$ cat src/hw/cc_pkg.sv
package cc_pkg;

    // board geometry, fixed for every game
    localparam int board_dim = 6;
    localparam int cell_count = board_dim * board_dim;

    typedef enum logic [2:0] {
        red    = 3'd0,
        blue   = 3'd1,
        green  = 3'd2,
        yellow = 3'd3,
        orange = 3'd4,
        purple = 3'd5,
        empty  = 3'd7
    } color_e;

    // row-major, row * 6 + column
    typedef logic [5:0] cell_idx_t;
    typedef logic [2:0] coord_t;

    // element k holds cell k
    typedef color_e [cell_count-1:0] board_t;
    typedef logic [cell_count-1:0] clear_mask_t;

    typedef enum logic [1:0] {
        up    = 2'd0,
        down  = 2'd1,
        left  = 2'd2,
        right = 2'd3
    } action_e;

    typedef struct packed {
        action_e dir;
        coord_t  row;
        coord_t  col;
    } action_t;

    // wraps modulo 128
    typedef logic [6:0] score_t;

    typedef enum logic [2:0] {
        idle,
        load_actions,
        scan,
        clear,
        next_action,
        report
    } state_e;

endpackage

$ cat src/hw/line_match.sv
`timescale 1ns/1ns

module line_match (
    input  cc_pkg::color_e [cc_pkg::board_dim-1:0] cells,
    output logic [cc_pkg::board_dim-3:0]           hits,
    output logic [cc_pkg::board_dim-1:0]           covered
);

    // one window per starting cell, three cells wide
    always_comb begin
        covered = '0;
        for (int w = 0; w < cc_pkg::board_dim - 2; w++) begin
            hits[w] = (cells[w] != cc_pkg::empty)
                   && (cells[w] == cells[w+1])
                   && (cells[w+1] == cells[w+2]);
            if (hits[w]) begin
                covered[w +: 3] = 3'b111;
            end
        end
    end

endmodule

$ cat src/hw/board_store.sv
`timescale 1ns/1ns

module board_store (
    input  logic                clk,
    input  logic                rst_n,
    input  logic                color_valid,
    input  cc_pkg::color_e      color,
    input  logic                swap_en,
    input  cc_pkg::cell_idx_t   swap_a,
    input  cc_pkg::cell_idx_t   swap_b,
    input  logic                clear_en,
    input  cc_pkg::clear_mask_t clear_mask,
    input  logic                game_end,
    output cc_pkg::board_t      board
);

    cc_pkg::board_t    cells;
    cc_pkg::cell_idx_t load_ptr;
    logic              load_ok;

    // writes past the last cell are dropped
    assign load_ok = color_valid && (load_ptr < cc_pkg::cell_count);

    always_ff @(posedge clk or negedge rst_n) begin
        if (!rst_n) begin
            for (int k = 0; k < cc_pkg::cell_count; k++) begin
                cells[k] <= cc_pkg::red;
            end
            load_ptr <= '0;
        end else if (game_end) begin
            for (int k = 0; k < cc_pkg::cell_count; k++) begin
                cells[k] <= cc_pkg::red;
            end
            load_ptr <= '0;
        end else if (clear_en) begin
            for (int k = 0; k < cc_pkg::cell_count; k++) begin
                if (clear_mask[k]) begin
                    cells[k] <= cc_pkg::empty;
                end
            end
        end else if (swap_en) begin
            // legality already checked by the controller
            cells[swap_a] <= cells[swap_b];
            cells[swap_b] <= cells[swap_a];
        end else if (load_ok) begin
            cells[load_ptr] <= color;
            load_ptr <= load_ptr + 6'd1;
        end
    end

    assign board = cells;

endmodule

$ cat src/hw/action_queue.sv
`timescale 1ns/1ns

module action_queue #(
    parameter int max_actions = 10
) (
    input  logic            clk,
    input  logic            rst_n,
    input  logic            action_valid,
    input  cc_pkg::action_t action,
    input  logic            pop,
    input  logic            game_end,
    output cc_pkg::action_t head,
    output logic            action_left,
    output logic            started
);

    localparam int ptr_w = $clog2(max_actions + 1);

    cc_pkg::action_t  entries [max_actions];
    logic [ptr_w-1:0] fill_ptr;
    logic [ptr_w-1:0] rd_ptr;
    logic             sealed;
    logic             append;

    // closed once the action burst ends, until the game is over
    assign append = action_valid && !sealed && (fill_ptr < max_actions);

    always_ff @(posedge clk) begin
        if (append) begin
            entries[fill_ptr] <= action;
        end
    end

    always_ff @(posedge clk or negedge rst_n) begin
        if (!rst_n) begin
            fill_ptr <= '0;
            rd_ptr   <= '0;
            started  <= 1'b0;
            sealed   <= 1'b0;
        end else if (game_end) begin
            fill_ptr <= '0;
            rd_ptr   <= '0;
            started  <= 1'b0;
            sealed   <= 1'b0;
        end else begin
            if (append) begin
                fill_ptr <= fill_ptr + 1'b1;
                started  <= 1'b1;
            end
            if (started && !action_valid) begin
                sealed <= 1'b1;
            end
            if (pop && action_left) begin
                rd_ptr <= rd_ptr + 1'b1;
            end
        end
    end

    assign action_left = rd_ptr < fill_ptr;
    assign head = action_left ? entries[rd_ptr] : '0;

endmodule

$ cat src/hw/match_scan.sv
`timescale 1ns/1ns

module match_scan (
    input  logic                clk,
    input  logic                rst_n,
    input  cc_pkg::board_t      board,
    input  logic                scan_start,
    input  logic                game_end,
    output logic                scan_done,
    output cc_pkg::clear_mask_t clear_mask,
    output cc_pkg::score_t      total
);

    localparam int dim = cc_pkg::board_dim;

    cc_pkg::color_e [dim-1:0] row_cells;
    cc_pkg::color_e [dim-1:0] col_cells;
    logic [dim-3:0]           row_hits;
    logic [dim-3:0]           col_hits;
    logic [dim-1:0]           row_cov;
    logic [dim-1:0]           col_cov;
    cc_pkg::clear_mask_t      line_mask;
    cc_pkg::coord_t           line;
    logic                     busy;

    // row k and column k share one cycle
    always_comb begin
        line_mask = '0;
        for (int j = 0; j < dim; j++) begin
            row_cells[j] = board[int'(line) * dim + j];
            col_cells[j] = board[j * dim + int'(line)];
            if (row_cov[j]) begin
                line_mask[int'(line) * dim + j] = 1'b1;
            end
            if (col_cov[j]) begin
                line_mask[j * dim + int'(line)] = 1'b1;
            end
        end
    end

    line_match row_match_inst (
        .cells   (row_cells),
        .hits    (row_hits),
        .covered (row_cov)
    );

    line_match col_match_inst (
        .cells   (col_cells),
        .hits    (col_hits),
        .covered (col_cov)
    );

    always_ff @(posedge clk or negedge rst_n) begin
        if (!rst_n) begin
            busy       <= 1'b0;
            line       <= '0;
            clear_mask <= '0;
            total      <= '0;
        end else if (game_end) begin
            busy       <= 1'b0;
            line       <= '0;
            clear_mask <= '0;
            total      <= '0;
        end else if (scan_start) begin
            busy       <= 1'b1;
            line       <= '0;
            clear_mask <= '0;
        end else if (busy) begin
            clear_mask <= clear_mask | line_mask;
            total <= total + cc_pkg::score_t'($countones(row_hits) + $countones(col_hits));
            if (scan_done) begin
                busy <= 1'b0;
                line <= '0;
            end else begin
                line <= line + 3'd1;
            end
        end
    end

    // last line pair is on the board this cycle
    assign scan_done = busy && (line == cc_pkg::coord_t'(dim - 1));

endmodule

$ cat src/hw/cc_ctrl.sv
`timescale 1ns/1ns

module cc_ctrl #(
    parameter int max_actions = 10
) (
    input  logic              clk,
    input  logic              rst_n,
    input  cc_pkg::board_t    board,
    input  logic              started,
    input  logic              action_left,
    input  cc_pkg::action_t   head,
    input  logic              scan_done,
    input  cc_pkg::score_t    total,
    input  logic              action_valid,
    output logic              scan_start,
    output logic              clear_en,
    output logic              swap_en,
    output cc_pkg::cell_idx_t swap_a,
    output cc_pkg::cell_idx_t swap_b,
    output logic              pop,
    output logic              game_end,
    output logic              out_valid,
    output cc_pkg::score_t    score
);

    localparam int cnt_w = $clog2(max_actions + 1);

    cc_pkg::state_e state;
    cc_pkg::state_e state_nxt;
    logic [cnt_w-1:0] act_cnt;
    cc_pkg::coord_t   nb_row;
    cc_pkg::coord_t   nb_col;
    logic             src_ok;
    logic             nb_ok;
    logic             legal;

    function automatic cc_pkg::cell_idx_t cell_of(cc_pkg::coord_t r, cc_pkg::coord_t c);
        return cc_pkg::cell_idx_t'(r) * 6'd6 + cc_pkg::cell_idx_t'(c);
    endfunction

    // neighbor in the head action's direction
    always_comb begin
        nb_row = head.row;
        nb_col = head.col;
        nb_ok  = 1'b0;
        case (head.dir)
            cc_pkg::up: begin
                nb_row = head.row - 3'd1;
                nb_ok  = head.row != 3'd0;
            end
            cc_pkg::down: begin
                nb_row = head.row + 3'd1;
                nb_ok  = head.row < cc_pkg::board_dim - 1;
            end
            cc_pkg::left: begin
                nb_col = head.col - 3'd1;
                nb_ok  = head.col != 3'd0;
            end
            cc_pkg::right: begin
                nb_col = head.col + 3'd1;
                nb_ok  = head.col < cc_pkg::board_dim - 1;
            end
        endcase
    end

    assign swap_a = cell_of(head.row, head.col);
    assign swap_b = cell_of(nb_row, nb_col);
    assign src_ok = (head.row < cc_pkg::board_dim) && (head.col < cc_pkg::board_dim);
    // both cells must hold a candy
    assign legal  = src_ok && nb_ok
                 && (board[swap_a] != cc_pkg::empty)
                 && (board[swap_b] != cc_pkg::empty);

    always_comb begin
        state_nxt  = state;
        scan_start = 1'b0;
        clear_en   = 1'b0;
        swap_en    = 1'b0;
        pop        = 1'b0;
        game_end   = 1'b0;
        case (state)
            cc_pkg::idle: begin
                if (action_valid) begin
                    state_nxt = cc_pkg::load_actions;
                end
            end
            cc_pkg::load_actions: begin
                if (started && !action_valid) begin
                    scan_start = 1'b1;
                    state_nxt  = cc_pkg::scan;
                end
            end
            cc_pkg::scan: begin
                if (scan_done) begin
                    state_nxt = cc_pkg::clear;
                end
            end
            cc_pkg::clear: begin
                clear_en  = 1'b1;
                state_nxt = cc_pkg::next_action;
            end
            cc_pkg::next_action: begin
                if (action_left && (act_cnt < max_actions)) begin
                    pop = 1'b1;
                    // illegal action just falls through to the next one
                    if (legal) begin
                        swap_en    = 1'b1;
                        scan_start = 1'b1;
                        state_nxt  = cc_pkg::scan;
                    end
                end else begin
                    state_nxt = cc_pkg::report;
                end
            end
            cc_pkg::report: begin
                game_end  = 1'b1;
                state_nxt = cc_pkg::idle;
            end
            default: begin
                state_nxt = cc_pkg::idle;
            end
        endcase
    end

    always_ff @(posedge clk or negedge rst_n) begin
        if (!rst_n) begin
            state   <= cc_pkg::idle;
            act_cnt <= '0;
        end else begin
            state <= state_nxt;
            if (game_end) begin
                act_cnt <= '0;
            end else if (pop) begin
                act_cnt <= act_cnt + 1'b1;
            end
        end
    end

    // score only shows while out_valid is up
    always_ff @(posedge clk or negedge rst_n) begin
        if (!rst_n) begin
            out_valid <= 1'b0;
            score     <= '0;
        end else begin
            out_valid <= state == cc_pkg::report;
            score     <= (state == cc_pkg::report) ? total : '0;
        end
    end

endmodule

$ cat src/hw/cc_top.sv
`timescale 1ns/1ns

module cc_top #(
    parameter int max_actions = 10
) (
    input  logic            clk,
    input  logic            rst_n,
    input  logic            color_valid,
    input  cc_pkg::color_e  color,
    input  logic            action_valid,
    input  cc_pkg::action_t action,
    output logic            out_valid,
    output cc_pkg::score_t  score
);

    cc_pkg::board_t      board;
    cc_pkg::clear_mask_t clear_mask;
    cc_pkg::score_t      total;
    cc_pkg::action_t     head;
    cc_pkg::cell_idx_t   swap_a;
    cc_pkg::cell_idx_t   swap_b;
    logic                scan_done;
    logic                action_left;
    logic                started;
    logic                scan_start;
    logic                clear_en;
    logic                swap_en;
    logic                pop;
    logic                game_end;

    board_store board_store_inst (
        .clk         (clk),
        .rst_n       (rst_n),
        .color_valid (color_valid),
        .color       (color),
        .swap_en     (swap_en),
        .swap_a      (swap_a),
        .swap_b      (swap_b),
        .clear_en    (clear_en),
        .clear_mask  (clear_mask),
        .game_end    (game_end),
        .board       (board)
    );

    action_queue #(
        .max_actions (max_actions)
    ) action_queue_inst (
        .clk          (clk),
        .rst_n        (rst_n),
        .action_valid (action_valid),
        .action       (action),
        .pop          (pop),
        .game_end     (game_end),
        .head         (head),
        .action_left  (action_left),
        .started      (started)
    );

    match_scan match_scan_inst (
        .clk        (clk),
        .rst_n      (rst_n),
        .board      (board),
        .scan_start (scan_start),
        .game_end   (game_end),
        .scan_done  (scan_done),
        .clear_mask (clear_mask),
        .total      (total)
    );

    cc_ctrl #(
        .max_actions (max_actions)
    ) cc_ctrl_inst (
        .clk          (clk),
        .rst_n        (rst_n),
        .board        (board),
        .started      (started),
        .action_left  (action_left),
        .head         (head),
        .scan_done    (scan_done),
        .total        (total),
        .action_valid (action_valid),
        .scan_start   (scan_start),
        .clear_en     (clear_en),
        .swap_en      (swap_en),
        .swap_a       (swap_a),
        .swap_b       (swap_b),
        .pop          (pop),
        .game_end     (game_end),
        .out_valid    (out_valid),
        .score        (score)
    );

endmodule

$ cat config.mk
export PLATFORM = sky130hd
export DESIGN_NAME = cc_top
export DESIGN_NICKNAME = d
export VERILOG_FILES = /design/src/hw/cc_pkg.sv /design/src/hw/line_match.sv /design/src/hw/board_store.sv /design/src/hw/action_queue.sv /design/src/hw/match_scan.sv /design/src/hw/cc_ctrl.sv /design/src/hw/cc_top.sv
export SDC_FILE = /design/constraint.sdc
export NUM_CORES = 1
export LEC_CHECK = 0
export BUFFER_PORTS_ARGS = -buffer_cell sky130_fd_sc_hd__buf_4
export CORE_MARGIN = 2
export CORE_UTILIZATION = 44
export CTS_CLUSTER_SIZE = 10
export DETAILED_ROUTE_END_ITERATION = 10
export HOLD_SLACK_MARGIN = 0.1
export PLACE_DENSITY = 0.57
export SLEW_MARGIN = 5
export SYNTH_ARGS = -nofsm -noshare
export SYNTH_HDL_FRONTEND = slang
export SYNTH_SLANG_ARGS = --single-unit
$ cat constraint.sdc
create_clock -name clk -period 20.6 [get_ports clk]
set_input_delay 3.09 -clock clk [delete_from_list [all_inputs] [get_ports clk]]
set_output_delay 3.09 -clock clk [all_outputs]
set_load 0.01 [all_outputs]
==> flow_metrics.py <==
metrics = {
    "clock_tree": {
        "cts.hold.buffers_added": 0,
        "cts_buffer_depth": 3,
        "postCtsSetupRepairBufs": 0,
        "numCtsBuffers": 35,
        "tritoncts": "built",
        "worst_skew_pair.late_latency_ps": 580,
        "cts_htree_levels": 2,
        "cts_num_sinks": 266,
        "ctsResizeCount": 0,
        "path_clk_slew_ps": 60,
        "root_buffer": "sky130_fd_sc_hd__clkbuf_16",
    },
    "synthesis": {
        "synth_cell_types": 93,
        "synth_enable_flop_cells": 80,
        "top_cell_type_by_total_area_after_synthesis": "sky130_fd_sc_hd__dfrtp_1",
        "synth_flop_cell": "sky130_fd_sc_hd__dfrtp_1",
        "post_synth_most_frequent_cells": "254 x sky130_fd_sc_hd__nand2_1, 228 x sky130_fd_sc_hd__nor2_1, 186 x sky130_fd_sc_hd__dfrtp_1",
        "seq_area_frac_synth_pct": 28.6,
        "syn-instance-count": 2625,
        "synth.top_cells.by_area": "sky130_fd_sc_hd__dfrtp_1 19%, sky130_fd_sc_hd__mux4_2 15%, sky130_fd_sc_hd__edfxtp_1 9.7%",
        "synth.yosys.warnings": 0,
        "yosys.cell_count.top_type": "sky130_fd_sc_hd__nand2_1",
        "post-synth-top-area-fraction_pct": 18.8,
        "synth-seq-cells": 266,
        "avgSynthCellArea_um2": 9.41,
        "synth_area_um2": 24700,
        "synth_async_sr_flop_share_pct": 69.9,
        "synth_fp_nets": 2703,
    },
    "routing": {
        "drc": 0,
        "detail_route.wirelength_mm": 124,
        "post_route_antenna_net_violation_count": 0,
        "firstDrtPassIters": 8,
        "wire_per_inst_um": 37.6,
        "detailedRoute.firstIterationViolations": 3951,
        "dr_total_vias": 24600,
        "drt-vias-per-instance": 7.45,
    },
    "layout": {
        "finish.net_count": 2609,
        "drive_above_1_share_pct": 18.8,
        "fillerInstances": 5287,
        "finish.cell_count_without_fillers": 3302,
        "antenna_cells_inserted": 0,
        "finished_layout_cell_area_um2": 26600,
        "area.growth.synth_to_final_pct": 7.85,
    },
    "global_routing": {
        "gr-usage-all-layers_pct": 42.9,
        "largest_net_degree_at_the_start_of_global_routing": 81,
        "antenna_found_initial": 6,
        "grt_first_pass_wirelength_mm": 177,
        "first_global_vias": 23400,
        "total_grt_overflow": 0,
    },
    "hold_path": {
        "holdPathStages": 2,
        "hold_path_class": "flip-flop to flip-flop",
    },
    "timing": {
        "timing.clock.skew_ps": 36.2,
        "max_slew_margin_pct": 1.17,
        "final_max_slew_viol_count": 0,
        "tightest_slew_ps": 1480,
        "maxClockFrequency_mhz": 96.4,
        "grt_setup_unrepaired": "no",
        "period_share_pct": 50.4,
        "hold_viol": 0,
        "fin_setup_tns_ps": 0,
        "crit_path_time_final_ps": 10380,
        "finalSetupViolations": 0,
    },
    "worst_setup_path": {
        "crit_path_max_fanout": 74,
        "critPathArrivalTime_ps": 10820,
        "end_kind": "flip-flop",
        "critPathLaunchType": "flip-flop",
        "criticalPathCategory": "flip-flop to flip-flop",
        "crit_required_ps": 21050,
        "worstRegToRegCells": 23,
    },
    "placement": {
        "detailed_place_hpwl_mm": 88.1,
        "place_inst": 3241,
        "portBuffers": 22,
        "routability_congestion_estimate": 1.07,
        "post_dp_cell_area_um2": 25500,
    },
    "floorplanning": {
        "design.portCount": 23,
        "fp.dieW_um": 241,
        "rows": 86,
        "placeableCoreArea_um2": 55300,
        "fp.dieArea_um2": 58000,
        "fp.dieH_um": 241,
        "floorplan.initialDensity_pct": 44.6,
    },
    "outcome": {
        "outcome": "finished, final reports clean",
    },
    "run": {
        "cap_viol_max_count": 0,
    },
}
## flip-flops by register name (all words and copies together) (netlist names)
signal                      cells
match_scan_inst.line            3
board_store_inst.board        108
match_scan_inst.clear_mask     36
action_queue_inst.sealed        1
cc_ctrl_inst.out_valid          1
action_queue_inst.rd_ptr        4
board_store_inst.load_ptr       6
action_queue_inst.fill_ptr      4
action_queue_inst.started       1
action_queue_inst.entries      80
cc_ctrl_inst.score              7
cc_ctrl_inst.state              3
cc_ctrl_inst.act_cnt            4
match_scan_inst.total           7
match_scan_inst.busy            1
## worst paths after layout
kind	from	to	slack, ps
worst min register to register	match_scan_inst.total[0]	match_scan_inst.total[0]	480
max in group asynchronous	rst_n	board_store_inst.board[48]	15850
worst max-delay path	action_queue_inst.rd_ptr[1]	board_store_inst.board[95]	10220
worst min-delay path	match_scan_inst.total[0]	match_scan_inst.total[0]	480
min in group asynchronous	rst_n	board_store_inst.board[35]	2490
worst max register to register	action_queue_inst.rd_ptr[1]	board_store_inst.board[95]	10220
## critical path: stages, from the launching register on
cell	delay, ps
sky130_fd_sc_hd__dfrtp_1	880
sky130_fd_sc_hd__ha_1	360
sky130_fd_sc_hd__a21oi_1	210
sky130_fd_sc_hd__o21ai_2	90
sky130_fd_sc_hd__buf_4	260
sky130_fd_sc_hd__a211oi_1	630
sky130_fd_sc_hd__inv_1	200
sky130_fd_sc_hd__ha_1	360
sky130_fd_sc_hd__inv_1	60
sky130_fd_sc_hd__fa_1	480
sky130_fd_sc_hd__a21oi_1	1140
sky130_fd_sc_hd__nor3_1	470
sky130_fd_sc_hd__buf_4	330
sky130_fd_sc_hd__a222oi_1	270
sky130_fd_sc_hd__and3_1	190
sky130_fd_sc_hd__buf_4	400
sky130_fd_sc_hd__o31ai_1	220
sky130_fd_sc_hd__nor2_1	400
sky130_fd_sc_hd__o31a_2	680
sky130_fd_sc_hd__buf_4	470
sky130_fd_sc_hd__buf_4	760
sky130_fd_sc_hd__nor2_4	370
sky130_fd_sc_hd__a211oi_2	530
sky130_fd_sc_hd__mux2_2	380
## cells by family (layout without fill, tap and decap cells)
logic type                 count (synthesis)  count (layout)  synth area share [%]
buffers and inverters                    294             223                  4.81
and+or+nand+nor                          876             876                  16.7
AOI/OAI and AO/OA                        699             699                  20.0
xor gates and xnor gates                  61              61                  2.39
muxes                                    366             366                  24.0
DFF                                      266             266                  28.6
adders and majority gates                 63              63                  3.59
## cell usage in the layout (no fill, tap or decap), types with 37 or more instances in the layout
cell                       count
sky130_fd_sc_hd__mux4_2      169
sky130_fd_sc_hd__mux2_2      104
sky130_fd_sc_hd__nand2_1     254
sky130_fd_sc_hd__nor2_1      226
sky130_fd_sc_hd__nand3_1     104
sky130_fd_sc_hd__mux2i_1      82
sky130_fd_sc_hd__buf_4        96
sky130_fd_sc_hd__dfrtp_1     183
sky130_fd_sc_hd__edfxtp_1     80
sky130_fd_sc_hd__a221oi_1     42
sky130_fd_sc_hd__xnor2_1      40
sky130_fd_sc_hd__a21oi_1     133
sky130_fd_sc_hd__ha_1         49
sky130_fd_sc_hd__a31oi_1      64
sky130_fd_sc_hd__nor3_1       97
sky130_fd_sc_hd__and3_1       37
sky130_fd_sc_hd__o22ai_1      57
sky130_fd_sc_hd__inv_1        63
sky130_fd_sc_hd__o21ai_0     108
## metal layers
metal  global-route usage (%)  wire (um)  up-vias
met2                     59.8      50300     1941
met3                     15.2      17500      434
met5                        0         19        -
met4                     25.6       9040        2
li1                         -          -     9980
met1                     57.2      47200    12200
## through the flow
step / setup WS (ps) / utilization, % / hold WS, ps
finish: 10220 / 48.2 / 480
global route: 9870 / 48.2 / 507
CTS: 10580 / 48.1 / 483
detailed placement: 10610 / 46.1 / 470
global placement: 10680 / 46.1 / 469
floorplan: 12730 / - / 450
## area by class of cell
cell class	count	area (um2)	share of cell area (%)
Multi-Input combinational cell	2065	16500	62.0
Sequential cell	266	7060	26.5
Timing Repair Buffer	97	734	2.76
Inverter	66	248	0.930
Clock buffer	51	997	3.74
Clock inverter	9	129	0.484
Tap cell	748	936	3.51
Power is left out: the tool's default activity adds up to more than one toggle a clock period on the data nets, which glitch-free logic cannot reach.
